**config.mk**
```make
export PLATFORM = sky130hd
export DESIGN_NAME = store_queue
export DESIGN_NICKNAME = d
export VERILOG_FILES = /design/src/sq_cfg_pkg.sv /design/src/sq_types_pkg.sv /design/src/sq_entry_if.sv /design/src/store_data_align.sv /design/src/store_drain_wb.sv /design/src/store_forward_select.sv /design/src/store_queue.sv /design/src/store_queue_entries.sv
export SDC_FILE = /design/constraint.sdc
export NUM_CORES = 2
export LEC_CHECK = 0
export ABC_AREA = 1
export ABC_CLOCK_PERIOD_IN_PS = 8200
export BUFFER_PORTS_ARGS = -buffer_cell sky130_fd_sc_hd__buf_2
export CORE_MARGIN = 10
export CORE_UTILIZATION = 56
export CTS_BUF_LIST = sky130_fd_sc_hd__clkbuf_4
export CTS_CLUSTER_SIZE = 14
export DETAILED_ROUTE_END_ITERATION = 7
export PLACE_DENSITY = 0.74
export SLEW_MARGIN = 20
export SYNTH_ARGS = -nofsm -noshare
export SYNTH_HDL_FRONTEND = slang
export SYNTH_SLANG_ARGS = --single-unit
```
**constraint.sdc**
```tcl
create_clock -name clk -period 8.2 [get_ports clk]
set_input_delay 2.05 -clock clk [delete_from_list [all_inputs] [get_ports clk]]
set_output_delay 2.05 -clock clk [all_outputs]
set_load 0.02 [all_outputs]
```
**src/sq_cfg_pkg.sv**
```systemverilog
package sq_cfg_pkg;

    // queue geometry
    localparam int sq_depth = 8;
    localparam int sq_idx_w = 3;

    // index plus one wrap bit
    localparam int sq_ptr_w = 4;

    // datapath
    localparam int data_w = 32;
    localparam int byte_n = 4;

    // byte address and the word address cut from it
    localparam int addr_w = 32;
    localparam int word_addr_w = 30;

endpackage

```
**src/sq_types_pkg.sv**
```systemverilog
package sq_types_pkg;

    // store access size, as carried with the address write
    typedef enum logic [1:0] {
        SIZE_BYTE = 2'b00,
        SIZE_HALF = 2'b01,
        SIZE_WORD = 2'b10
    } access_size_e;

    // drain to memory
    typedef enum logic {
        DRAIN_IDLE = 1'b0,
        DRAIN_BUS  = 1'b1
    } drain_state_e;

endpackage

```
**src/sq_entry_if.sv**
```systemverilog
interface sq_entry_if;

    // per-entry flags
    logic [sq_cfg_pkg::sq_depth-1:0] valid;
    logic [sq_cfg_pkg::sq_depth-1:0] addr_valid;
    logic [sq_cfg_pkg::sq_depth-1:0] data_valid;
    logic [sq_cfg_pkg::sq_depth-1:0] committed;

    // per-entry payload
    logic [sq_cfg_pkg::word_addr_w-1:0] word_addr [sq_cfg_pkg::sq_depth];
    logic [sq_cfg_pkg::byte_n-1:0]      mask [sq_cfg_pkg::sq_depth];
    logic [sq_cfg_pkg::data_w-1:0]      data [sq_cfg_pkg::sq_depth];

    // pointers with wrap bit
    logic [sq_cfg_pkg::sq_ptr_w-1:0] head;
    logic [sq_cfg_pkg::sq_ptr_w-1:0] tail;

    // head entry written to memory
    logic drain_done;

    modport storage (
        output valid, addr_valid, data_valid, committed,
        output word_addr, mask, data, head, tail,
        input  drain_done
    );

    modport forward (
        input valid, addr_valid, data_valid,
        input word_addr, mask, data, head, tail
    );

    modport drain (
        input  valid, addr_valid, data_valid, committed,
        input  word_addr, mask, data, head,
        output drain_done
    );

endinterface

```
**src/store_data_align.sv**
```systemverilog
module store_data_align (
    input  sq_types_pkg::access_size_e     size_i,
    input  logic [1:0]                     byte_off_i,
    input  logic [sq_cfg_pkg::data_w-1:0]  data_i,
    output logic [sq_cfg_pkg::byte_n-1:0]  mask_o,
    output logic [sq_cfg_pkg::data_w-1:0]  data_o
);

    always_comb begin
        case (size_i)
            sq_types_pkg::SIZE_BYTE: begin
                mask_o = 4'b0001 << byte_off_i;
            end
            sq_types_pkg::SIZE_HALF: begin
                // odd offset is misaligned
                if (byte_off_i[0]) begin
                    mask_o = '0;
                end else begin
                    mask_o = 4'b0011 << byte_off_i;
                end
            end
            sq_types_pkg::SIZE_WORD: begin
                mask_o = '1;
            end
            default: begin
                mask_o = '0;
            end
        endcase
    end

    // low byte or half copied into every lane
    always_comb begin
        case (size_i)
            sq_types_pkg::SIZE_BYTE: data_o = {sq_cfg_pkg::byte_n{data_i[7:0]}};
            sq_types_pkg::SIZE_HALF: data_o = {(sq_cfg_pkg::byte_n / 2){data_i[15:0]}};
            sq_types_pkg::SIZE_WORD: data_o = data_i;
            default:                 data_o = '0;
        endcase
    end

endmodule

```
**src/store_drain_wb.sv**
```systemverilog
module store_drain_wb (
    input  logic                            clk,
    input  logic                            rst,
    sq_entry_if.drain                       sq,
    output logic                            wb_cyc_o,
    output logic                            wb_stb_o,
    output logic                            wb_we_o,
    output logic [sq_cfg_pkg::addr_w-1:0]   wb_adr_o,
    output logic [sq_cfg_pkg::data_w-1:0]   wb_dat_o,
    output logic [sq_cfg_pkg::byte_n-1:0]   wb_sel_o,
    input  logic                            wb_ack_i
);

    sq_types_pkg::drain_state_e state_q;

    logic [sq_cfg_pkg::sq_idx_w-1:0] head_idx;
    logic                            head_ready;

    assign head_idx   = sq.head[sq_cfg_pkg::sq_idx_w-1:0];
    assign head_ready = sq.valid[head_idx] & sq.addr_valid[head_idx] &
                        sq.data_valid[head_idx] & sq.committed[head_idx];

    always_ff @(posedge clk or posedge rst) begin
        if (rst) begin
            state_q <= sq_types_pkg::DRAIN_IDLE;
        end else begin
            case (state_q)
                sq_types_pkg::DRAIN_IDLE: begin
                    if (head_ready) begin
                        state_q <= sq_types_pkg::DRAIN_BUS;
                    end
                end
                sq_types_pkg::DRAIN_BUS: begin
                    if (wb_ack_i) begin
                        state_q <= sq_types_pkg::DRAIN_IDLE;
                    end
                end
                default: state_q <= sq_types_pkg::DRAIN_IDLE;
            endcase
        end
    end

    // bus payload captured from the head entry
    always_ff @(posedge clk) begin
        if (state_q == sq_types_pkg::DRAIN_IDLE && head_ready) begin
            wb_adr_o <= {sq.word_addr[head_idx], 2'b00};
            wb_dat_o <= sq.data[head_idx];
            wb_sel_o <= sq.mask[head_idx];
        end
    end

    assign wb_cyc_o = (state_q == sq_types_pkg::DRAIN_BUS);
    assign wb_stb_o = wb_cyc_o;
    assign wb_we_o  = wb_cyc_o;

    assign sq.drain_done = wb_cyc_o & wb_ack_i;

    a_wb_hold: assert property (@(posedge clk) disable iff (rst)
        wb_stb_o && !wb_ack_i |=> wb_stb_o && $stable(wb_adr_o) &&
                                   $stable(wb_dat_o) && $stable(wb_sel_o));

endmodule

```
**src/store_forward_select.sv**
```systemverilog
module store_forward_select (
    input  logic                                clk,
    input  logic                                rst,
    input  logic                                load_en_i,
    input  logic [sq_cfg_pkg::word_addr_w-1:0]  load_addr_i,
    input  logic [sq_cfg_pkg::sq_ptr_w-1:0]     load_idx_i,
    sq_entry_if.forward                         sq,
    output logic [sq_cfg_pkg::byte_n-1:0]       fwd_mask_o,
    output logic [sq_cfg_pkg::data_w-1:0]       fwd_data_o,
    output logic                                fwd_data_invalid_o
);

    logic [sq_cfg_pkg::byte_n-1:0] sel_mask;
    logic [sq_cfg_pkg::byte_n-1:0] sel_pending;
    logic [sq_cfg_pkg::data_w-1:0] sel_data;

    // walk from head towards the load, later hits are younger and win
    always_comb begin
        logic [sq_cfg_pkg::sq_ptr_w-1:0] dist_load;
        logic [sq_cfg_pkg::sq_ptr_w-1:0] dist_tail;
        logic [sq_cfg_pkg::sq_ptr_w-1:0] limit;
        logic [sq_cfg_pkg::sq_ptr_w-1:0] pos;
        logic [sq_cfg_pkg::sq_idx_w-1:0] e;
        logic                            hit;

        dist_load = load_idx_i - sq.head;
        dist_tail = sq.tail - sq.head;
        limit     = (dist_load > dist_tail) ? dist_tail : dist_load;

        sel_mask    = '0;
        sel_pending = '0;
        sel_data    = '0;

        for (int k = 0; k < sq_cfg_pkg::sq_depth; k++) begin
            pos = sq.head + k[sq_cfg_pkg::sq_ptr_w-1:0];
            e   = pos[sq_cfg_pkg::sq_idx_w-1:0];
            hit = (k < limit) && sq.valid[e] && sq.addr_valid[e] &&
                  (sq.word_addr[e] == load_addr_i);
            for (int b = 0; b < sq_cfg_pkg::byte_n; b++) begin
                if (hit && sq.mask[e][b]) begin
                    sel_mask[b]          = 1'b1;
                    sel_pending[b]       = ~sq.data_valid[e];
                    sel_data[b*8 +: 8]   = sq.data[e][b*8 +: 8];
                end
            end
        end
    end

    // zero when no load was presented
    always_ff @(posedge clk or posedge rst) begin
        if (rst) begin
            fwd_mask_o         <= '0;
            fwd_data_o         <= '0;
            fwd_data_invalid_o <= 1'b0;
        end else if (load_en_i) begin
            fwd_mask_o         <= sel_mask;
            fwd_data_o         <= sel_data;
            fwd_data_invalid_o <= |(sel_mask & sel_pending);
        end else begin
            fwd_mask_o         <= '0;
            fwd_data_o         <= '0;
            fwd_data_invalid_o <= 1'b0;
        end
    end

endmodule

```
**src/store_queue.sv**
```systemverilog
module store_queue (
    input  logic                                clk,
    input  logic                                rst,
    input  logic                                alloc_i,
    output logic                                alloc_ready_o,
    output logic [sq_cfg_pkg::sq_ptr_w-1:0]     alloc_idx_o,
    input  logic                                addr_en_i,
    input  logic [sq_cfg_pkg::sq_idx_w-1:0]     addr_idx_i,
    input  logic [sq_cfg_pkg::addr_w-1:0]       paddr_i,
    input  sq_types_pkg::access_size_e          size_i,
    input  logic                                data_en_i,
    input  logic [sq_cfg_pkg::sq_idx_w-1:0]     data_idx_i,
    input  logic [sq_cfg_pkg::data_w-1:0]       data_i,
    input  logic                                commit_i,
    input  logic                                load_en_i,
    input  logic [sq_cfg_pkg::word_addr_w-1:0]  load_addr_i,
    input  logic [sq_cfg_pkg::sq_ptr_w-1:0]     load_idx_i,
    output logic [sq_cfg_pkg::byte_n-1:0]       fwd_mask_o,
    output logic [sq_cfg_pkg::data_w-1:0]       fwd_data_o,
    output logic                                fwd_data_invalid_o,
    output logic                                wb_cyc_o,
    output logic                                wb_stb_o,
    output logic                                wb_we_o,
    output logic [sq_cfg_pkg::addr_w-1:0]       wb_adr_o,
    output logic [sq_cfg_pkg::data_w-1:0]       wb_dat_o,
    output logic [sq_cfg_pkg::byte_n-1:0]       wb_sel_o,
    input  logic                                wb_ack_i
);

    logic [sq_cfg_pkg::word_addr_w-1:0] word_addr;
    logic [1:0]                         byte_off;
    logic [sq_cfg_pkg::byte_n-1:0]      addr_mask;
    logic [sq_cfg_pkg::data_w-1:0]      data_word;
    sq_types_pkg::access_size_e         entry_size;

    sq_entry_if sq_if ();

    assign word_addr = paddr_i[sq_cfg_pkg::addr_w-1:2];
    assign byte_off  = paddr_i[1:0];

    // address write side, mask only
    store_data_align mask_align_i (
        .size_i     (size_i),
        .byte_off_i (byte_off),
        .data_i     ('0),
        .mask_o     (addr_mask),
        .data_o     ()
    );

    // data write side, lanes replicated by the entry's size
    store_data_align data_align_i (
        .size_i     (entry_size),
        .byte_off_i (2'b00),
        .data_i     (data_i),
        .mask_o     (),
        .data_o     (data_word)
    );

    store_queue_entries entries_i (
        .clk           (clk),
        .rst           (rst),
        .alloc_i       (alloc_i),
        .alloc_ready_o (alloc_ready_o),
        .alloc_idx_o   (alloc_idx_o),
        .addr_en_i     (addr_en_i),
        .addr_idx_i    (addr_idx_i),
        .word_addr_i   (word_addr),
        .mask_i        (addr_mask),
        .size_i        (size_i),
        .data_idx_i    (data_idx_i),
        .entry_size_o  (entry_size),
        .data_en_i     (data_en_i),
        .data_word_i   (data_word),
        .commit_i      (commit_i),
        .sq            (sq_if.storage)
    );

    store_forward_select forward_i (
        .clk                (clk),
        .rst                (rst),
        .load_en_i          (load_en_i),
        .load_addr_i        (load_addr_i),
        .load_idx_i         (load_idx_i),
        .sq                 (sq_if.forward),
        .fwd_mask_o         (fwd_mask_o),
        .fwd_data_o         (fwd_data_o),
        .fwd_data_invalid_o (fwd_data_invalid_o)
    );

    store_drain_wb drain_i (
        .clk      (clk),
        .rst      (rst),
        .sq       (sq_if.drain),
        .wb_cyc_o (wb_cyc_o),
        .wb_stb_o (wb_stb_o),
        .wb_we_o  (wb_we_o),
        .wb_adr_o (wb_adr_o),
        .wb_dat_o (wb_dat_o),
        .wb_sel_o (wb_sel_o),
        .wb_ack_i (wb_ack_i)
    );

endmodule

```
**src/store_queue_entries.sv**
```systemverilog
module store_queue_entries (
    input  logic                                clk,
    input  logic                                rst,
    input  logic                                alloc_i,
    output logic                                alloc_ready_o,
    output logic [sq_cfg_pkg::sq_ptr_w-1:0]     alloc_idx_o,
    input  logic                                addr_en_i,
    input  logic [sq_cfg_pkg::sq_idx_w-1:0]     addr_idx_i,
    input  logic [sq_cfg_pkg::word_addr_w-1:0]  word_addr_i,
    input  logic [sq_cfg_pkg::byte_n-1:0]       mask_i,
    input  sq_types_pkg::access_size_e          size_i,
    input  logic [sq_cfg_pkg::sq_idx_w-1:0]     data_idx_i,
    output sq_types_pkg::access_size_e          entry_size_o,
    input  logic                                data_en_i,
    input  logic [sq_cfg_pkg::data_w-1:0]       data_word_i,
    input  logic                                commit_i,
    sq_entry_if.storage                         sq
);

    logic [sq_cfg_pkg::sq_ptr_w-1:0] head_q;
    logic [sq_cfg_pkg::sq_ptr_w-1:0] tail_q;
    logic [sq_cfg_pkg::sq_ptr_w-1:0] cmt_q;
    logic [sq_cfg_pkg::sq_ptr_w-1:0] used_cnt;
    logic [sq_cfg_pkg::sq_ptr_w-1:0] cmt_cnt;
    logic                            full;
    logic                            alloc_fire;
    logic                            addr_same;

    sq_types_pkg::access_size_e size_q [sq_cfg_pkg::sq_depth];

    // same index on a different lap
    assign full = (tail_q[sq_cfg_pkg::sq_idx_w-1:0] == head_q[sq_cfg_pkg::sq_idx_w-1:0]) &&
                  (tail_q[sq_cfg_pkg::sq_ptr_w-1] != head_q[sq_cfg_pkg::sq_ptr_w-1]);

    assign alloc_ready_o = ~full;
    assign alloc_fire    = alloc_i & ~full;
    assign alloc_idx_o   = tail_q;

    assign sq.head = head_q;
    assign sq.tail = tail_q;

    assign used_cnt = tail_q - head_q;
    assign cmt_cnt  = cmt_q - head_q;

    // data write size with a bypass from a same-cycle address write
    assign addr_same    = addr_en_i && (addr_idx_i == data_idx_i);
    assign entry_size_o = addr_same ? size_i : size_q[data_idx_i];

    always_ff @(posedge clk or posedge rst) begin
        if (rst) begin
            head_q <= '0;
            tail_q <= '0;
            cmt_q  <= '0;
        end else begin
            if (alloc_fire) begin
                tail_q <= tail_q + 1'b1;
            end
            if (commit_i) begin
                cmt_q <= cmt_q + 1'b1;
            end
            if (sq.drain_done) begin
                head_q <= head_q + 1'b1;
            end
        end
    end

    always_ff @(posedge clk or posedge rst) begin
        if (rst) begin
            sq.valid      <= '0;
            sq.addr_valid <= '0;
            sq.data_valid <= '0;
            sq.committed  <= '0;
        end else begin
            if (sq.drain_done) begin
                sq.valid[head_q[sq_cfg_pkg::sq_idx_w-1:0]] <= 1'b0;
            end
            if (alloc_fire) begin
                sq.valid[tail_q[sq_cfg_pkg::sq_idx_w-1:0]]      <= 1'b1;
                sq.addr_valid[tail_q[sq_cfg_pkg::sq_idx_w-1:0]] <= 1'b0;
                sq.data_valid[tail_q[sq_cfg_pkg::sq_idx_w-1:0]] <= 1'b0;
                sq.committed[tail_q[sq_cfg_pkg::sq_idx_w-1:0]]  <= 1'b0;
            end
            if (addr_en_i) begin
                sq.addr_valid[addr_idx_i] <= 1'b1;
            end
            if (data_en_i) begin
                sq.data_valid[data_idx_i] <= 1'b1;
            end
            if (commit_i) begin
                sq.committed[cmt_q[sq_cfg_pkg::sq_idx_w-1:0]] <= 1'b1;
            end
        end
    end

    always_ff @(posedge clk) begin
        if (addr_en_i) begin
            sq.word_addr[addr_idx_i] <= word_addr_i;
            sq.mask[addr_idx_i]      <= mask_i;
            size_q[addr_idx_i]       <= size_i;
        end
        if (data_en_i) begin
            sq.data[data_idx_i] <= data_word_i;
        end
    end

    // an allocation never lands on a live entry
    a_alloc_free_slot: assert property (@(posedge clk) disable iff (rst)
        alloc_fire |-> !sq.valid[tail_q[sq_cfg_pkg::sq_idx_w-1:0]]);

    a_commit_in_range: assert property (@(posedge clk) disable iff (rst)
        commit_i |-> cmt_cnt < used_cnt);

    a_addr_to_valid: assert property (@(posedge clk) disable iff (rst)
        addr_en_i |-> sq.valid[addr_idx_i]);

    // data lanes follow the stored size so the address write comes first
    a_data_to_valid: assert property (@(posedge clk) disable iff (rst)
        data_en_i |-> sq.valid[data_idx_i] && (sq.addr_valid[data_idx_i] || addr_same));

endmodule

```
==> summary.md <==
| Metric | Value |
|---|---|
| #FFs+latches synth | `691` |
| Antenna violations before repair | `29` |
| Cell Pwr Density | `448 mW/mm²` |
| Worst clock skew | `0.0936 ns` |
| Commonest cells after routing, fill and taps aside | `2360 x nand2_1, 985 x nand3_1, 842 x o21ai_0` |
| YS warnings | `0` |
| HPWL Detailed | `123000 µm` |
| Outcome | `finished clean` |
| Largest net degree at the start of global routing | `247` |
| Critical path, cell by cell | `inv_8 -> ha_4 -> inv_8 -> o21ai_0 -> nand2_1 -> nand3_1 -> nand4_1 -> nor2_1 -> nand2_1 -> nor2_1 -> nand3_1 -> inv_2 -> o211ai_1 -> nand2_1 -> nor2_1 -> o21ai_1 -> nand2_1 -> nand2_1 -> a21oi_1` |
| Async S/R FF share, synth | `0.117` |
| Nets@finish | `7081` |
| CP peak stage delay | `0.96 ns` |
| Final Cycle Share | `0.807` |
| Synth Cell Area | `0.0484 mm²` |
| Reg power frac | `0.199` |
| Post-DR wirelength/cell | `21.6 µm` |
| Max Fanout on Critical Path | `132` |
| Leakage | `24.2 nW` |
| Actual transition at the worst max-transition pin | `1.25 ns` |
| RSZ-0062 raised after global routing | `false` |
| Worst rel slew slack | `0.158` |
| Number of global-route vias before repair | `43900` |
| Switching Fraction | `0.576` |
| Fill cells | `7854` |
| Global Route Usage Sum | `0.351` |
| Clock-pin slew on the worst setup and hold paths | `0.07 ns` |
| Synth Area in XOR/XNOR | `0.0191` |
| Sw power | `13.5 mW` |
| Most common cell after layout, fill and taps aside | `nand2_1` |
| FMAX | `151 MHz` |
| Final hold vios | `0` |
| Syn_area_per_cell | `7.04 µm²` |
| DRC Markers | `0` |
| Hold-fix buffers, CTS | `0` |
| Initial Util | `0.567` |
| PortBufs | `224` |
| Max H-tree Level | `4` |
| Vias/cell | `5.99` |
| Clk_lat worst skew | `1.17 ns` |
| Die W | `314 µm` |
| Largest family of logic cells by synthesized area | `simple AND/OR/NAND/NOR gates` |
| CP startpoint kind | `flip-flop` |
| TNS Setup | `0 ns` |
| Most frequent CP cell | `nand2_1` |
| Combinational share of power | `0.662` |
| Synthesized instance count | `6875` |
| Worst-case clock buffer depth | `3` |
| Router iterations before antenna repair | `8` |
| Max-Cap Viols | `0` |
| Post-layout util | `0.615` |
| GP Congestion | `1.04` |
| Crit Path Category | `reg2reg` |
| Mux share of post-synthesis cell area | `0.00496` |
| Initial DRC count | `7549` |
| Worst vdd ir | `0.569 mV` |
| Power Internal | `9.98 mW` |
| Minimum clock period | `6.61 ns` |
| Worst hold path class | `reg2reg` |
| Number of distinct library cells after synthesis | `51` |
| Number of synthesized flops with an enable pin | `610` |
| WP data required | `9.22 ns` |
| Clk sinks | `691` |
| Share of layout cells above drive strength 1 | `0.0942` |
| Post-CTS setup buffers | `0` |
| Hold Slack | `0.487 ns` |
| Main synth FF type | `edfxtp_1` |
| Die area | `0.0986 mm²` |
| Clk root buf | `clkbuf_4` |
| # IOs | `227` |
| Site row count | `107` |
| Area Growth Syn to Fin | `8.51%` |
| GRT overflow | `0` |
| Sequential share of the synthesized area | `0.420` |
| Endpoints failing setup | `0` |
| Via count | `49500` |
| Synth Area in Adders | `0.00548` |
| Die height | `314 µm` |
| CORE AREA | `0.0854 mm²` |
| Critical Path End Type | `flip-flop` |
| Clk pwr share | `0.139` |
| Inserted Clock Buffers | `189` |
| CTS tree | `done` |
| Slew Viols, Final | `0` |
| Antenna violation net count after detailed routing | `0` |
| Synth Area in Compound Gates | `0.139` |
| Total Wirelength | `179000 µm` |
| First-pass GRT wire length | `264000 µm` |
| Post-Synth Simple-Gate Area | `0.315` |
| CP max-delay cell | `ha_4` |
| Crit path DAT | `7.64 ns` |
| PostCTS Resize Cnt | `0` |
-- critical path: cells and delay by family, from the launching register on --
kind            cells  cell delay [ns]
flops               1             0.94
simple gates       11             2.12
buf+inv             3             1.28
fa+ha+maj           1             0.96
compound gates      4             0.92
-- worst paths after layout --
kind                                                        to                           startpoint  slack (ns)  cells past startpoint
hold / removal             entries_i.sq.committed[6]$_DFF_PP0_  entries_i.sq.committed[6]$_DFF_PP0_        0.49                      2
setup / recovery             forward_i.fwd_data_o[6]$_DFF_PP0_     entries_i.sq.head[0]$_DFFE_PP0P_        1.59                     19
max in group asynchronous     entries_i.sq.head[2]$_DFFE_PP0P_                                  rst        5.96                      3
min in group asynchronous   forward_i.fwd_data_o[20]$_DFF_PP0_                                  rst        0.97                      2
setup reg to reg             forward_i.fwd_data_o[6]$_DFF_PP0_     entries_i.sq.head[0]$_DFFE_PP0P_        1.59                     19
hold reg to reg            entries_i.sq.committed[6]$_DFF_PP0_  entries_i.sq.committed[6]$_DFF_PP0_        0.49                      2
-- area by class of cell --
class                           instances  area [µm²]  area share
Multi-Input combinational cell       5033       23600       0.449
Tap cell                             1144        1430      0.0272
Timing Repair Buffer                  300        1780      0.0339
Clock buffer                          268        2010      0.0383
Antenna cell                           19        47.5    0.000905
Sequential cell                       691       20400       0.387
Clock inverter                         76         517     0.00984
Inverter                              732        2790      0.0530
-- stage by stage --
stage          cells  instance area (µm²)  setup slack [ns]  total power [mW]
4_1_cts         8244                52500              1.88              22.9
6_report        8263                52500              1.59              23.5
3_5_place_dp    7900                50000              1.59              19.6
2_1_floorplan   6876                48400              2.16              14.8
5_1_grt         8255                52500              1.33              25.0
3_3_place_gp    7900                50000              1.76              19.5
-- per-layer routing --
layer | global-route usage | wire length [µm] | vias to the layer above
li1 | - | - | 23200
met1 | 0.480 | 71000 | 22600
met2 | 0.522 | 76400 | 3178
met3 | 0.100 | 24800 | 504
met4 | 0.133 | 6440 | 34
met5 | 0 | 238 | -
-- logic make-up after synthesis --
family | after synthesis
AO/OA/AOI/OAI | 1230
XOR/XNOR | 105
adder cells (fa/ha/maj) | 20
buffers and inverters | 1152
flip-flops | 691
multiplexers | 24
other | 1
AND/OR/NAND/NOR | 3652
-- power groups by stage --
stage / clock network [mW] / logic, mW / registers (mW)
finish: 3.28 / 15.6 / 4.68
floorplan: 0 / 10.0 / 4.80
global route: 3.50 / 16.8 / 4.71
global placement: 0 / 14.7 / 4.73
CTS: 3.31 / 14.9 / 4.67
detailed placement: 0 / 14.8 / 4.74
-- synth_stat cells, types with 2 or more instances --
cell,n,share of area
nand2_1,2360,0.18
buf_2,168,0.017
buf_6,5,0.0012
nor2_2,4,0.00052
o22ai_1,11,0.0014
buf_1,40,0.0031
and2_1,27,0.0035
nor2_1,202,0.016
a21o_1,3,0.00047
o21ai_0,848,0.088
buf_4,21,0.0033
edfxtp_1,610,0.38
clkbuf_1,186,0.014
a221oi_1,5,0.00090
xor2_1,100,0.018
nor3_4,3,0.0010
a22oi_1,2,0.00031
nor4_1,5,0.00065
clkinv_1,19,0.0015
nand4_1,31,0.0040
mux2i_1,24,0.0050
nor3_1,11,0.0011
inv_2,13,0.0010
inv_1,699,0.054
a21oi_1,81,0.0084
nand2_2,3,0.00039
ha_1,18,0.0047
or2_1,4,0.00052
or2_2,9,0.0012
a211oi_1,6,0.00093
xnor2_1,4,0.00072
fa_1,2,0.00083
dfrtp_1,81,0.042
o211ai_1,192,0.030
o21a_1,5,0.00078
and2_0,3,0.00039
a31oi_1,9,0.0012
o21ai_1,64,0.0066
nand3_1,985,0.10
-- registers in the layout, indices dropped and copies added (netlist names), 4 cells and up --
| name | count |
|---|---|
| drain_i.wb_adr_o | 30 |
| drain_i.wb_dat_o | 32 |
| drain_i.wb_sel_o | 4 |
| forward_i.fwd_mask_o | 4 |
| entries_i.size_q | 16 |
| entries_i.alloc_idx_o | 4 |
| entries_i.sq.valid | 8 |
| forward_i.fwd_data_o | 32 |
| entries_i.sq.data | 256 |
| entries_i.sq.word_addr | 240 |
| entries_i.sq.mask | 32 |
| entries_i.sq.data_valid | 8 |
| entries_i.sq.head | 4 |
| entries_i.sq.addr_valid | 8 |
| entries_i.sq.committed | 8 |
Power figures use the tool's default switching activity.
